--- config.mk ---
export PLATFORM = sky130hd
export DESIGN_NAME = link_ctrl
export DESIGN_NICKNAME = d
export VERILOG_FILES = /design/src/lc_proto_pkg.sv /design/src/lc_timing_pkg.sv /design/src/corr_if.sv /design/src/link_ctrl.sv /design/src/scan_window_timer.sv /design/src/slave_link_fsm.sv /design/src/sync_correlator.sv /design/src/tx_credit_issuer.sv
export SDC_FILE = /design/constraint.sdc
export NUM_CORES = 1
export LEC_CHECK = 0
export BUFFER_PORTS_ARGS = -buffer_cell sky130_fd_sc_hd__clkbuf_2
export CORE_ASPECT_RATIO = 0.7
export CORE_UTILIZATION = 50
export DETAILED_ROUTE_END_ITERATION = 6
export PLACE_DENSITY = 0.77
export RECOVER_POWER = 25
export SYNTH_ARGS = -nofsm -noshare
export SYNTH_HDL_FRONTEND = slang
export SYNTH_HIERARCHICAL = 1
export SYNTH_SLANG_ARGS = --single-unit
--- constraint.sdc ---
create_clock -name clk_6M -period 11 [get_ports clk_6M]
set_clock_uncertainty 0.05 [all_clocks]
set_input_delay 1.65 -clock clk_6M [delete_from_list [all_inputs] [get_ports clk_6M]]
set_output_delay 1.65 -clock clk_6M [all_outputs]
set_load 0.005 [all_outputs]
--- src/lc_proto_pkg.sv ---
//////////////////////////////
// link states and packet kinds of the slave side only
// master, hold, sniff and park states are not encoded
//////////////////////////////
package lc_proto_pkg;

  // access code width
  localparam int unsigned SYNC_W = 64;

  // match count, holds 0..SYNC_W
  localparam int unsigned CORR_CNT_W = 7;

  //////////////////////////////
  // slave link states
  //////////////////////////////
  typedef enum logic [4:0] {
    STANDBY,
    INQ_SCAN,
    INQ_TX_FHS,
    INQ_BACKOFF,
    PAGE_SCAN,
    SPR_TX_ID,
    SPR_RX_FHS,
    SPR_RX_FHS_DONE,
    SPR_ACK_FHS,
    NEW_SLAVE,
    NEW_SLAVE_ACK_POLL,
    ACTIVE
  } link_state_e;

  // packets handed to the encoder
  typedef enum logic [1:0] {
    ID,      // page response
    ACK_ID,  // acknowledges the FHS
    FHS,     // inquiry response
    NULL     // acknowledges a poll
  } tx_kind_e;

endpackage

--- src/lc_timing_pkg.sv ---
//////////////////////////////
// slot and microsecond timing for the slave link controller
// counts assume a 1 us tick and 625 us slots
//////////////////////////////
package lc_timing_pkg;

  // microsecond counters
  localparam int unsigned US_CNT_W = 11;

  // slot end, counted from the start event
  localparam int unsigned SLOT_END_US = 624;

  // half slot minus the rx/tx turnaround
  localparam int unsigned HALF_SLOT_END_US = 302;

  // two slots, the ack-FHS window
  localparam int unsigned TWO_SLOT_END_US = 1249;

  //////////////////////////////
  // scan and timeout slot counts
  //////////////////////////////
  localparam int unsigned SCAN_CNT_W = 16;

  localparam int unsigned RESP_TO_SLOTS    = 8;   // page response, no FHS
  localparam int unsigned NEWCONN_TO_SLOTS = 16;  // slot pairs, no poll

endpackage

--- src/corr_if.sv ---
//////////////////////////////
// FSM to correlator link
// markers are single cycle pulses
//////////////////////////////
interface corr_if;

  logic corr_window;    // correlation allowed
  logic use_giac;       // reference select, else DAC
  logic hit_p;          // threshold reached
  logic slot_dly_endp;  // one slot after the hit
  logic half_dly_endp;  // half slot after the hit

  modport fsm_mp (
    output corr_window, use_giac,
    input  hit_p, slot_dly_endp, half_dly_endp
  );

  modport corr_mp (
    input  corr_window, use_giac,
    output hit_p, slot_dly_endp, half_dly_endp
  );

endinterface

--- src/link_ctrl.sv ---
//////////////////////////////
// slave link controller top, plain ports
// p_1us and s_tslot_p come from outside, s_tslot_p on a p_1us cycle
//////////////////////////////
module link_ctrl #(
  parameter int TX_CREDITS = 2,
  parameter int BACKOFF_W  = 10
) (
  input  logic                                  clk_6M,
  input  logic                                  rstz,
  input  logic                                  p_1us,
  input  logic                                  s_tslot_p,
  input  logic                                  ps_enable_p,
  input  logic                                  ps_cancel_p,
  input  logic                                  is_enable_p,
  input  logic                                  is_cancel_p,
  input  logic [lc_timing_pkg::SCAN_CNT_W-1:0]  ps_interval_slots,
  input  logic [lc_timing_pkg::SCAN_CNT_W-1:0]  ps_window_slots,
  input  logic [lc_timing_pkg::SCAN_CNT_W-1:0]  is_interval_slots,
  input  logic [lc_timing_pkg::SCAN_CNT_W-1:0]  is_window_slots,
  input  logic [lc_proto_pkg::SYNC_W-1:0]       dac_sync,
  input  logic [lc_proto_pkg::SYNC_W-1:0]       giac_sync,
  input  logic [lc_proto_pkg::CORR_CNT_W-1:0]   corr_threshold,
  input  logic [BACKOFF_W-1:0]                  max_backoff,
  input  logic [lc_proto_pkg::SYNC_W-1:0]       sync_in,
  input  logic                                  rx_poll,
  input  logic                                  lt_addressed,
  input  logic                                  tx_credit,
  output logic                                  tx_start,
  output lc_proto_pkg::tx_kind_e                tx_kind,
  output logic                                  ps,
  output logic                                  is,
  output logic                                  spr,
  output logic                                  ir,
  output logic                                  conns,
  output logic                                  new_slave,
  output logic [4:0]                            fhs_count,
  output logic                                  tx_overrun,
  output logic                                  page_scan_window,
  output logic                                  inq_scan_window
);

  logic                   tx_req;
  lc_proto_pkg::tx_kind_e req_kind;

  corr_if corr_i ();

  scan_window_timer ps_timer_i (
    .clk_6M         (clk_6M),
    .rstz           (rstz),
    .s_tslot_p      (s_tslot_p),
    .enable_p       (ps_enable_p),
    .cancel_p       (ps_cancel_p),
    .interval_slots (ps_interval_slots),
    .window_slots   (ps_window_slots),
    .scan_window    (page_scan_window)
  );

  scan_window_timer is_timer_i (
    .clk_6M         (clk_6M),
    .rstz           (rstz),
    .s_tslot_p      (s_tslot_p),
    .enable_p       (is_enable_p),
    .cancel_p       (is_cancel_p),
    .interval_slots (is_interval_slots),
    .window_slots   (is_window_slots),
    .scan_window    (inq_scan_window)
  );

  sync_correlator sync_correlator_i (
    .clk_6M         (clk_6M),
    .rstz           (rstz),
    .p_1us          (p_1us),
    .sync_in        (sync_in),
    .dac_sync       (dac_sync),
    .giac_sync      (giac_sync),
    .corr_threshold (corr_threshold),
    .corr           (corr_i)
  );

  slave_link_fsm #(
    .BACKOFF_W (BACKOFF_W)
  ) slave_link_fsm_i (
    .clk_6M           (clk_6M),
    .rstz             (rstz),
    .p_1us            (p_1us),
    .s_tslot_p        (s_tslot_p),
    .page_scan_window (page_scan_window),
    .inq_scan_window  (inq_scan_window),
    .rx_poll          (rx_poll),
    .lt_addressed     (lt_addressed),
    .max_backoff      (max_backoff),
    .corr             (corr_i),
    .tx_req           (tx_req),
    .req_kind         (req_kind),
    .ps               (ps),
    .is               (is),
    .spr              (spr),
    .ir               (ir),
    .conns            (conns),
    .new_slave        (new_slave),
    .fhs_count        (fhs_count)
  );

  tx_credit_issuer #(
    .TX_CREDITS (TX_CREDITS)
  ) tx_credit_issuer_i (
    .clk_6M     (clk_6M),
    .rstz       (rstz),
    .tx_req     (tx_req),
    .req_kind   (req_kind),
    .tx_credit  (tx_credit),
    .tx_start   (tx_start),
    .tx_kind    (tx_kind),
    .tx_overrun (tx_overrun)
  );

endmodule

--- src/scan_window_timer.sv ---
//////////////////////////////
// scan window timer, one per scan type
// window longer than interval keeps it open, zero interval acts as one
//////////////////////////////
module scan_window_timer (
  input  logic                                 clk_6M,
  input  logic                                 rstz,
  input  logic                                 s_tslot_p,
  input  logic                                 enable_p,
  input  logic                                 cancel_p,
  input  logic [lc_timing_pkg::SCAN_CNT_W-1:0] interval_slots,
  input  logic [lc_timing_pkg::SCAN_CNT_W-1:0] window_slots,
  output logic                                 scan_window
);

  logic                                 enabled;
  logic [lc_timing_pkg::SCAN_CNT_W-1:0] slot_cnt;
  logic                                 last_slot;

  assign last_slot = (slot_cnt + 1'b1) >= interval_slots;

  // enable latch, cancel wins
  always_ff @(posedge clk_6M or negedge rstz)
  begin
    if (!rstz)
      enabled <= 1'b0;
    else if (cancel_p)
      enabled <= 1'b0;
    else if (enable_p)
      enabled <= 1'b1;
  end

  //////////////////////////////
  // slot count modulo interval
  //////////////////////////////
  always_ff @(posedge clk_6M or negedge rstz)
  begin
    if (!rstz)
    begin
      slot_cnt    <= '0;
      scan_window <= 1'b0;
    end
    else if (s_tslot_p)
    begin
      if (!enabled)
      begin
        slot_cnt    <= '0;
        scan_window <= 1'b0;
      end
      else
      begin
        scan_window <= slot_cnt < window_slots;  // first slots of each interval
        slot_cnt    <= last_slot ? '0 : slot_cnt + 1'b1;
      end
    end
  end

endmodule

--- src/slave_link_fsm.sv ---
//////////////////////////////
// slave link FSM, scan to response to connection
// scans return to standby or active, whichever they left
// a hit is only acted on inside the state that saw it
//////////////////////////////
module slave_link_fsm #(
  parameter int BACKOFF_W = 10
) (
  input  logic                  clk_6M,
  input  logic                  rstz,
  input  logic                  p_1us,
  input  logic                  s_tslot_p,
  input  logic                  page_scan_window,
  input  logic                  inq_scan_window,
  input  logic                  rx_poll,
  input  logic                  lt_addressed,
  input  logic [BACKOFF_W-1:0]  max_backoff,
  corr_if.fsm_mp                corr,
  output logic                  tx_req,
  output lc_proto_pkg::tx_kind_e req_kind,
  output logic                  ps,
  output logic                  is,
  output logic                  spr,
  output logic                  ir,
  output logic                  conns,
  output logic                  new_slave,
  output logic [4:0]            fhs_count
);

  localparam int TO_W = $clog2(2 * lc_timing_pkg::NEWCONN_TO_SLOTS + 1);

  lc_proto_pkg::link_state_e          cs, ns, ret_state;
  logic                               ret_active;  // scan entered from active
  logic                               hit_seen;
  logic [lc_timing_pkg::US_CNT_W-1:0] us_cnt;
  logic [BACKOFF_W-1:0]               bo_cnt;
  logic [TO_W-1:0]                    to_cnt;
  logic                               slot_us_end, bo_end, resp_to, newconn_to;

  assign ret_state   = ret_active ? lc_proto_pkg::ACTIVE : lc_proto_pkg::STANDBY;
  assign slot_us_end = p_1us && (us_cnt == lc_timing_pkg::SLOT_END_US);
  assign bo_end      = p_1us && (bo_cnt == max_backoff);
  assign resp_to     = s_tslot_p && (to_cnt == TO_W'(lc_timing_pkg::RESP_TO_SLOTS - 1));
  assign newconn_to  = s_tslot_p && (to_cnt == TO_W'(2 * lc_timing_pkg::NEWCONN_TO_SLOTS - 1));

  //////////////////////////////
  // state register
  //////////////////////////////
  always_ff @(posedge clk_6M or negedge rstz)
  begin
    if (!rstz)
    begin
      cs         <= lc_proto_pkg::STANDBY;
      ret_active <= 1'b0;
    end
    else
    begin
      cs <= ns;
      if (cs == lc_proto_pkg::STANDBY || cs == lc_proto_pkg::ACTIVE)
        ret_active <= (cs == lc_proto_pkg::ACTIVE);
    end
  end

  always_comb
  begin
    ns       = cs;
    tx_req   = 1'b0;
    req_kind = lc_proto_pkg::ID;
    case (cs)
      lc_proto_pkg::STANDBY, lc_proto_pkg::ACTIVE:
      begin
        if (inq_scan_window)
          ns = lc_proto_pkg::INQ_SCAN;
        else if (page_scan_window)
          ns = lc_proto_pkg::PAGE_SCAN;
      end
      lc_proto_pkg::INQ_SCAN:
      begin
        if (!inq_scan_window)
          ns = ret_state;
        else if (hit_seen && corr.slot_dly_endp)
        begin
          ns       = lc_proto_pkg::INQ_TX_FHS;
          tx_req   = 1'b1;
          req_kind = lc_proto_pkg::FHS;
        end
      end
      lc_proto_pkg::INQ_TX_FHS:
        if (slot_us_end)
          ns = lc_proto_pkg::INQ_BACKOFF;
      lc_proto_pkg::INQ_BACKOFF:
        if (bo_end)
          ns = lc_proto_pkg::INQ_SCAN;  // random wait against collisions
      lc_proto_pkg::PAGE_SCAN:
      begin
        if (!page_scan_window)
          ns = ret_state;
        else if (hit_seen && corr.slot_dly_endp)
        begin
          ns     = lc_proto_pkg::SPR_TX_ID;
          tx_req = 1'b1;
        end
      end
      lc_proto_pkg::SPR_TX_ID:
        if (corr.half_dly_endp)
          ns = lc_proto_pkg::SPR_RX_FHS;
      lc_proto_pkg::SPR_RX_FHS:
      begin
        if (corr.hit_p)
          ns = lc_proto_pkg::SPR_RX_FHS_DONE;
        else if (resp_to)
          ns = lc_proto_pkg::PAGE_SCAN;
      end
      lc_proto_pkg::SPR_RX_FHS_DONE:
        if (s_tslot_p)
        begin
          ns       = lc_proto_pkg::SPR_ACK_FHS;
          tx_req   = 1'b1;
          req_kind = lc_proto_pkg::ACK_ID;
        end
      lc_proto_pkg::SPR_ACK_FHS:
        if (s_tslot_p)
          ns = lc_proto_pkg::NEW_SLAVE;
      lc_proto_pkg::NEW_SLAVE:
      begin
        if (s_tslot_p && rx_poll && lt_addressed)
        begin
          ns       = lc_proto_pkg::NEW_SLAVE_ACK_POLL;
          tx_req   = 1'b1;
          req_kind = lc_proto_pkg::NULL;
        end
        else if (newconn_to)
          ns = lc_proto_pkg::PAGE_SCAN;
      end
      lc_proto_pkg::NEW_SLAVE_ACK_POLL:
        if (s_tslot_p)
          ns = lc_proto_pkg::ACTIVE;
      default:
        ns = lc_proto_pkg::STANDBY;
    endcase
  end

  //////////////////////////////
  // counters, cleared on any state change
  //////////////////////////////
  always_ff @(posedge clk_6M or negedge rstz)
  begin
    if (!rstz)
    begin
      hit_seen <= 1'b0;
      us_cnt   <= '0;
      bo_cnt   <= '0;
      to_cnt   <= '0;
    end
    else if (ns != cs)
    begin
      hit_seen <= 1'b0;
      us_cnt   <= '0;
      bo_cnt   <= '0;
      to_cnt   <= '0;
    end
    else
    begin
      hit_seen <= hit_seen || corr.hit_p;
      if (p_1us && us_cnt != lc_timing_pkg::TWO_SLOT_END_US)
        us_cnt <= us_cnt + 1'b1;  // saturates at the ack-FHS window
      if (p_1us && cs == lc_proto_pkg::INQ_BACKOFF)
        bo_cnt <= bo_cnt + 1'b1;
      if (s_tslot_p && (cs == lc_proto_pkg::SPR_RX_FHS || cs == lc_proto_pkg::NEW_SLAVE))
        to_cnt <= to_cnt + 1'b1;
    end
  end

  // FHS responses sent
  always_ff @(posedge clk_6M or negedge rstz)
  begin
    if (!rstz)
      fhs_count <= '0;
    else if (cs == lc_proto_pkg::INQ_TX_FHS && slot_us_end)
      fhs_count <= fhs_count + 1'b1;
  end

  assign corr.corr_window = (cs == lc_proto_pkg::INQ_SCAN) || (cs == lc_proto_pkg::PAGE_SCAN) ||
                            (cs == lc_proto_pkg::SPR_RX_FHS);
  assign corr.use_giac    = (cs == lc_proto_pkg::INQ_SCAN);

  assign ps        = (cs == lc_proto_pkg::PAGE_SCAN);
  assign is        = (cs == lc_proto_pkg::INQ_SCAN);
  assign ir        = (cs == lc_proto_pkg::INQ_TX_FHS);
  assign spr       = (cs == lc_proto_pkg::SPR_TX_ID) || (cs == lc_proto_pkg::SPR_RX_FHS) ||
                     (cs == lc_proto_pkg::SPR_RX_FHS_DONE) || (cs == lc_proto_pkg::SPR_ACK_FHS);
  assign new_slave = (cs == lc_proto_pkg::NEW_SLAVE) || (cs == lc_proto_pkg::NEW_SLAVE_ACK_POLL);
  assign conns     = new_slave || (cs == lc_proto_pkg::ACTIVE);

endmodule

--- src/sync_correlator.sv ---
//////////////////////////////
// sync word correlator, bitwise match count against DAC or GIAC
// rearms once the window closes or the count drops below threshold
// delay markers repeat every slot after the latest hit
//////////////////////////////
module sync_correlator (
  input  logic                                  clk_6M,
  input  logic                                  rstz,
  input  logic                                  p_1us,
  input  logic [lc_proto_pkg::SYNC_W-1:0]       sync_in,
  input  logic [lc_proto_pkg::SYNC_W-1:0]       dac_sync,
  input  logic [lc_proto_pkg::SYNC_W-1:0]       giac_sync,
  input  logic [lc_proto_pkg::CORR_CNT_W-1:0]   corr_threshold,
  corr_if.corr_mp                               corr
);

  logic [lc_proto_pkg::SYNC_W-1:0]     ref_word;
  logic [lc_proto_pkg::CORR_CNT_W-1:0] match_cnt;
  logic                                above;
  logic                                fired;
  logic                                dly_run;
  logic [lc_timing_pkg::US_CNT_W-1:0]  dly_cnt;

  assign ref_word = corr.use_giac ? giac_sync : dac_sync;

  // count of equal bit positions
  always_comb
  begin
    match_cnt = '0;
    for (int i = 0; i < lc_proto_pkg::SYNC_W; i++)
      match_cnt = match_cnt + lc_proto_pkg::CORR_CNT_W'(sync_in[i] ~^ ref_word[i]);
  end

  assign above = corr.corr_window && (match_cnt >= corr_threshold);

  //////////////////////////////
  // hit pulse, one per crossing
  //////////////////////////////
  always_ff @(posedge clk_6M or negedge rstz)
  begin
    if (!rstz)
    begin
      fired      <= 1'b0;
      corr.hit_p <= 1'b0;
    end
    else
    begin
      fired      <= above;
      corr.hit_p <= above && !fired;
    end
  end

  // us count since the hit, wraps each slot
  always_ff @(posedge clk_6M or negedge rstz)
  begin
    if (!rstz)
    begin
      dly_run <= 1'b0;
      dly_cnt <= '0;
    end
    else if (corr.hit_p)
    begin
      dly_run <= 1'b1;  // restart on every hit
      dly_cnt <= '0;
    end
    else if (dly_run && p_1us)
      dly_cnt <= (dly_cnt == lc_timing_pkg::SLOT_END_US) ? '0 : dly_cnt + 1'b1;
  end

  assign corr.half_dly_endp = dly_run && p_1us && (dly_cnt == lc_timing_pkg::HALF_SLOT_END_US);
  assign corr.slot_dly_endp = dly_run && p_1us && (dly_cnt == lc_timing_pkg::SLOT_END_US);

endmodule

--- src/tx_credit_issuer.sv ---
//////////////////////////////
// transmit request issuer with encoder credits
// one held request, a newer one overwrites it and flags overrun
//////////////////////////////
module tx_credit_issuer #(
  parameter int TX_CREDITS = 2
) (
  input  logic                   clk_6M,
  input  logic                   rstz,
  input  logic                   tx_req,
  input  lc_proto_pkg::tx_kind_e req_kind,
  input  logic                   tx_credit,
  output logic                   tx_start,
  output lc_proto_pkg::tx_kind_e tx_kind,
  output logic                   tx_overrun
);

  localparam int CRED_W = $clog2(TX_CREDITS + 1);

  logic [CRED_W-1:0]      credits;
  logic                   pending;
  lc_proto_pkg::tx_kind_e pend_kind;
  logic                   launch_pend, launch_req, hold_req;

  assign launch_pend = pending && (tx_credit || credits != '0);
  assign launch_req  = tx_req && !pending && (credits != '0);
  assign hold_req    = tx_req && !launch_req;

  //////////////////////////////
  // credits and hold register
  //////////////////////////////
  always_ff @(posedge clk_6M or negedge rstz)
  begin
    if (!rstz)
    begin
      credits    <= CRED_W'(TX_CREDITS);
      pending    <= 1'b0;
      tx_start   <= 1'b0;
      tx_kind    <= lc_proto_pkg::ID;
      tx_overrun <= 1'b0;
    end
    else
    begin
      credits  <= credits + CRED_W'(tx_credit) - CRED_W'(launch_pend || launch_req);
      tx_start <= launch_pend || launch_req;
      if (launch_pend)
        tx_kind <= pend_kind;  // older request goes first
      else if (launch_req)
        tx_kind <= req_kind;
      if (hold_req)
        pending <= 1'b1;
      else if (launch_pend)
        pending <= 1'b0;
      if (hold_req && pending && !launch_pend)
        tx_overrun <= 1'b1;  // sticky
    end
  end

  always_ff @(posedge clk_6M)
  begin
    if (hold_req)
      pend_kind <= req_kind;
  end

endmodule
# Word-level counts from Yosys, hierarchy flattened
# Cells that the tools add are included.
# totals
ram_bits	0
mem_count	0
latchBits	0
out_inout_bits	17
rom_bits	0
register_bits	98
in_bits	284
word_cells	286
# op_classes
mul	0
div_mod_pow	0
mux	54
order_cmp	5
addsub	72
eq_ne	19
bitwise	64
reduce_logical	49
shift	0
# op_table
op	count
$xnor 1x1->7	64
$add 7x7->7	63
$mux 5	16
$mux 16	4
$mux 64	1
$mux 11	5
$pmux 5 s11	1
$add 16x1->16 const B	2
$ge 16x16->1	2
$lt 16x16->1	2
$add 11x1->11 const B	2
$eq 11x10->1 const B	2
$logic_and 1x1->1	22
$eq 5x3->1 const B	4
$eq 5x4->1 const B	4
$mux 10	2
$reduce_bool 2->1	9
$mux 1	15
$logic_or 1x1->1	12
$mux 6	2
$eq 11x9->1 const B	1
$ne 11x11->1 const B	1
$add 10x1->10 const B	1
$eq 10x10->1	1
other kinds (17)	25

# Logic depth before layout (Yosys ltp)
# depth
ltp_word	69
mapped_depth	32
depth_no_buf	30

# By module
# Netlist, hierarchy kept.
# by_module_without_submodules
mod	n_inst	seq_area_each_um2	area_per_inst_um2	cells_each
sync_correlator	1	350.3	3734.8	380
scan_window_timer	2	450.4	1776.7	210
slave_link_fsm	1	975.9	2911.5	307
tx_credit_issuer	1	236.5	386.6	31

# Worst setup path before layout
# Ideal clock, no wire load.
# synth_timing
path_kind	reg-to-reg
from	register slave_link_fsm_i.cs[1]
to	register sync_correlator_i.corr.hit_p
required_time_ps	10823
path_buffers	2
arrival_time_ps	7961
stages_incl_launch_ff	33
period_less_slack_ps	8138
slack_ps	2862
setup_time_ps	127
cell_sequence	dfrtp_1 or3b_1 nor2_2 buf_2 buf_2 mux2i_1 xor2_1 fa_1 inv_1 fa_1 fa_1 inv_1 fa_1 inv_1 fa_1 inv_1 fa_1 inv_1 fa_1 fa_1 inv_1 ha_1 inv_1 fa_1 inv_1 a21o_1 a21oi_1 xnor2_1 ha_1 a211oi_1 nand2_1 a31oi_1 nor3_1
# synth_via
elab_chain_len	69
word_cells_on_any_way	136
cone_classes	add/sub: 63; order compare: 1; eq/ne: 3; mux: 1; bitwise: 64; reduce/logical: 4
# synth_rtl
element	line_no	text
start, declared	slave_link_fsm.sv:32	lc_proto_pkg::link_state_e cs, ns, ret_state;
start signal, assigned	slave_link_fsm.sv:53	cs <= lc_proto_pkg::STANDBY;
start signal, assigned	slave_link_fsm.sv:58	cs <= ns;
$eq 5x1->1 (*)	slave_link_fsm.sv:185	assign corr.use_giac = (cs == lc_proto_pkg::INQ_SCAN);
net corr_i.use_giac	corr_if.sv:8	logic use_giac;
$mux 64	sync_correlator.sv:24	assign ref_word = corr.use_giac ? giac_sync : dac_sync;
$xnor 1x1->7	sync_correlator.sv:31	match_cnt = match_cnt + lc_proto_pkg::CORR_CNT_W'(sync_in[i] ~^ ref_word[i]);
$add 7x7->7 (63 in series)	sync_correlator.sv:31	
$ge 7x7->1	sync_correlator.sv:34	assign above = corr.corr_window && (match_cnt >= corr_threshold);
$logic_and 1x1->1 (*)	sync_correlator.sv:34	
$logic_and 1x1->1 (*)	sync_correlator.sv:49	corr.hit_p <= above && !fired;
end signal, assigned	sync_correlator.sv:49	
end, declared	corr_if.sv:20	output hit_p, slot_dly_endp, half_dly_endp
# The timed path passes the listed nets; every way through them passes the cells marked *.
# A chain may end at the register's enable or synchronous reset.

# Final worst setup path
# layout_timing
from	register slave_link_fsm_i.cs[0]
to	register sync_correlator_i.corr.hit_p
# layout_via
elab_chain_len	69
word_cells_on_any_way	136
cone_classes	add/sub: 63; order compare: 1; eq/ne: 3; mux: 1; bitwise: 64; reduce/logical: 4
# layout_rtl
element	line_no
$eq 5x1->1	slave_link_fsm.sv:183, slave_link_fsm.sv:185
$mux 64	sync_correlator.sv:24
$xnor 1x1->7	sync_correlator.sv:31
$add 7x7->7 (63 in series)	sync_correlator.sv:31
$ge 7x7->1	sync_correlator.sv:34
$logic_and 1x1->1 (*)	sync_correlator.sv:34
$logic_and 1x1->1 (*)	sync_correlator.sv:49
# Mark *: on every way between the ends. The rest lies on a longest branch, timed or not.

==> metrics.yaml <==
status: "finished with violations"
violations: "capacitance limit, slew limit"
core_mm2: 0.0208
syn-num-nets: 1573
crit_path_frequent_cell: "fa_1"
vias: 9116
yosysSeqAreaShare: 0.233
clock-root-buffer: "clkbuf_16"
hold_viol: 0
synth_area_leaders: "dfrtp_1 22%, ha_1 11%, fa_1 10%"
cts_tree: "done"
drt_iter0_markers: 456
antenna_found_initial: 0
die_y_um: 124
ioPinCount: 301
setup_viol: 0
syn_to_final_growth_pct: 19.0
diodes: 0
start_kind: "register"
finalMaxSlewViolations: 51
ys_warn_count: 6
critPathRequiredTime_ns: 11.18
grt_pass1_wl_um: 44100
routed_wl_um: 27200
start_util: 0.510
htreeDepth: 3
netlist.area_leader.share: 0.225
avgRoutedWirePerCell_um: 15.9
netlist_instances: 1138
post_cts_buffers: 0
tightestPinTransition_ns: 2.61
cts_inserted_buffers: 9
r2r_cells: 28
path_clk_slew_ns: 0.08
postSynth.asyncResetShare: 0.980
grt_max_degree: 51
max_cap_violations: 1
rsz0062_at_grt: "no"
synth_cell_types: 74
placementRows: 44
nNetsFinal: 1861
place_congestion: 0.872
cts.sinks: 98
multi_input_area_mm2: 0.00727
min_path_cells: 1
drt_pre_antenna_iters: 5
ys.flop_type: "dfrtp_1"
cts_hold_buf: 0
cpPeakStageDelay_ns: 0.79
slowest_stage: "dfrtp_1"
max_freq_mhz: 108
critPathTopFamily: "adder cells"
synth_area_leader_cell: "dfrtp_1"
syn-cell-area_mm2: 0.0106
relSlewSlack: -0.743
synth-seq-cells: 98
die_area_mm2: 0.0218
synth-edff-count: 2
routed_via_density: 5.34
grt_overflow_total: 0
hpwlAfterDp_um: 22700
cts_buffer_depth: 2
cp_max_fo: 27
cp_num_buf_inv: 6
ctsResizeCount: 0
seq_area_mm2: 0.00246
min_period_ns: 9.29
cp_num_cells: 28
end_kind: "register"
drive_above_1_share: 0.270
clk-insertion-delay-late_ns: 0.35
finalCritPeriodShare: 0.845
first_global_vias: 9026
fillers: 1800
drc_errors: 0
syn_area_per_cell_um2: 9.30
finalSetupTns_ns: 0
cp.arrival_ns: 9.47
port_buffers: 300
die_w_um: 176
ant_nets: 0
critical_path_class: "register to register"
hp-class: "register to register"
grt_use_total: 0.253
-- sequential cells by signal, indices dropped and copies added (netlist names), 2 cells and up --
signal	flops
slave_link_fsm_i/cs	5
is_timer_i/slot_cnt	16
tx_credit_issuer_i/tx_kind	2
tx_credit_issuer_i/credits	2
tx_credit_issuer_i/pend_kind	2
slave_link_fsm_i/bo_cnt	10
slave_link_fsm_i/fhs_count	5
slave_link_fsm_i/us_cnt	11
ps_timer_i/slot_cnt	16
sync_correlator_i/dly_cnt	11
slave_link_fsm_i/to_cnt	6
-- per-stage QoR --
step	utilization	hold slack, ns	area (um2)	setup WS [ns]	cells
after floorplan	-	0.337	10600	2.86	1138
after global placement	0.592	0.353	12300	2.05	1691
after detailed placement	0.592	0.359	12300	1.72	1691
after CTS	0.607	0.370	12600	1.68	1707
after global routing	0.607	0.382	12600	1.27	1707
final	0.607	0.367	12600	1.71	1707
-- cells by family after synthesis --
| kind of cell | after synthesis | share of synthesized area |
|---|---|---|
| AOI/OAI and AO/OA | 159 | 0.110 |
| muxes | 71 | 0.0671 |
| and+or+nand+nor | 316 | 0.177 |
| DFF | 98 | 0.233 |
| xor gates and xnor gates | 139 | 0.115 |
| buffers and inverters | 203 | 0.0810 |
| adders and majority gates | 151 | 0.217 |
| other | 1 | 0.000354 |
-- per-layer routing --
layer  global-route usage  wire [um]  up-vias
met2                0.418      12900      246
met5                    0          0        -
met1                0.357      12700     4384
met4               0.0353        245        0
met3               0.0427       1310       26
li1                     -          -     4460
-- synthesized netlist by cell type, types with 7 or more instances --
library cell	instances
a21o_1	24
nand3_1	30
nor4_2	22
dfrtp_1	95
o21ai_0	27
a211oi_1	8
o21ai_2	14
buf_6	7
and3_1	8
nor3_1	20
mux2i_1	71
nand2b_1	32
nand4_1	33
and4_1	8
nor2_1	57
inv_1	172
xor2_1	59
fa_1	54
nor4_1	11
xnor2_1	80
ha_1	97
a21oi_1	32
nand2_1	49
buf_2	14
-- final timing paths --
kind / start / end / slack, ns
max: slave_link_fsm_i/cs[0]$_DFF_PN0_ / sync_correlator_i/corr.hit_p$_DFF_PN0_ / 1.71
min: sync_correlator_i/fired$_DFF_PN0_ / sync_correlator_i/corr.hit_p$_DFF_PN0_ / 0.37
max reg2reg: slave_link_fsm_i/cs[0]$_DFF_PN0_ / sync_correlator_i/corr.hit_p$_DFF_PN0_ / 1.71
min reg2reg: sync_correlator_i/fired$_DFF_PN0_ / sync_correlator_i/corr.hit_p$_DFF_PN0_ / 0.37
max in group asynchronous: rstz / is_timer_i/slot_cnt[15]$_DFFE_PN0P_ / 7.08
min in group asynchronous: rstz / tx_credit_issuer_i/pending$_DFFE_PN0P_ / 2.06
-- worst register-to-register path, delay by kind of cell, from the launching register on --
kind | cells | cell delay, ns
buf+inv | 6 | 0.65
mux | 1 | 0.24
compound gates | 4 | 0.85
simple gates | 4 | 1.44
xor+xnor | 2 | 0.27
fa+ha+maj | 11 | 4.89
flops | 1 | 0.79
-- cell type report --
type / count / share of cell area
Timing Repair Buffer: 308 / 0.124
Sequential cell: 98 / 0.196
Clock buffer: 9 / 0.0179
Tap cell: 276 / 0.0274
Multi-Input combinational cell: 837 / 0.577
Inverter: 172 / 0.0513
Clock inverter: 7 / 0.00685
-- cells in the final DEF (no fill, tap or decap), types with 32 or more instances in the layout --
master    instances
clkbuf_2        299
inv_1           172
ha_1             97
dfrtp_1          95
xnor2_1          80
mux2i_1          71
xor2_1           59
nor2_1           57
fa_1             54
nand2_1          49
nand4_1          33
nand2b_1         32
a21oi_1          32
Power is left out: the tool's default activity adds up to more than one toggle a clock period on the data nets, which glitch-free logic cannot reach.
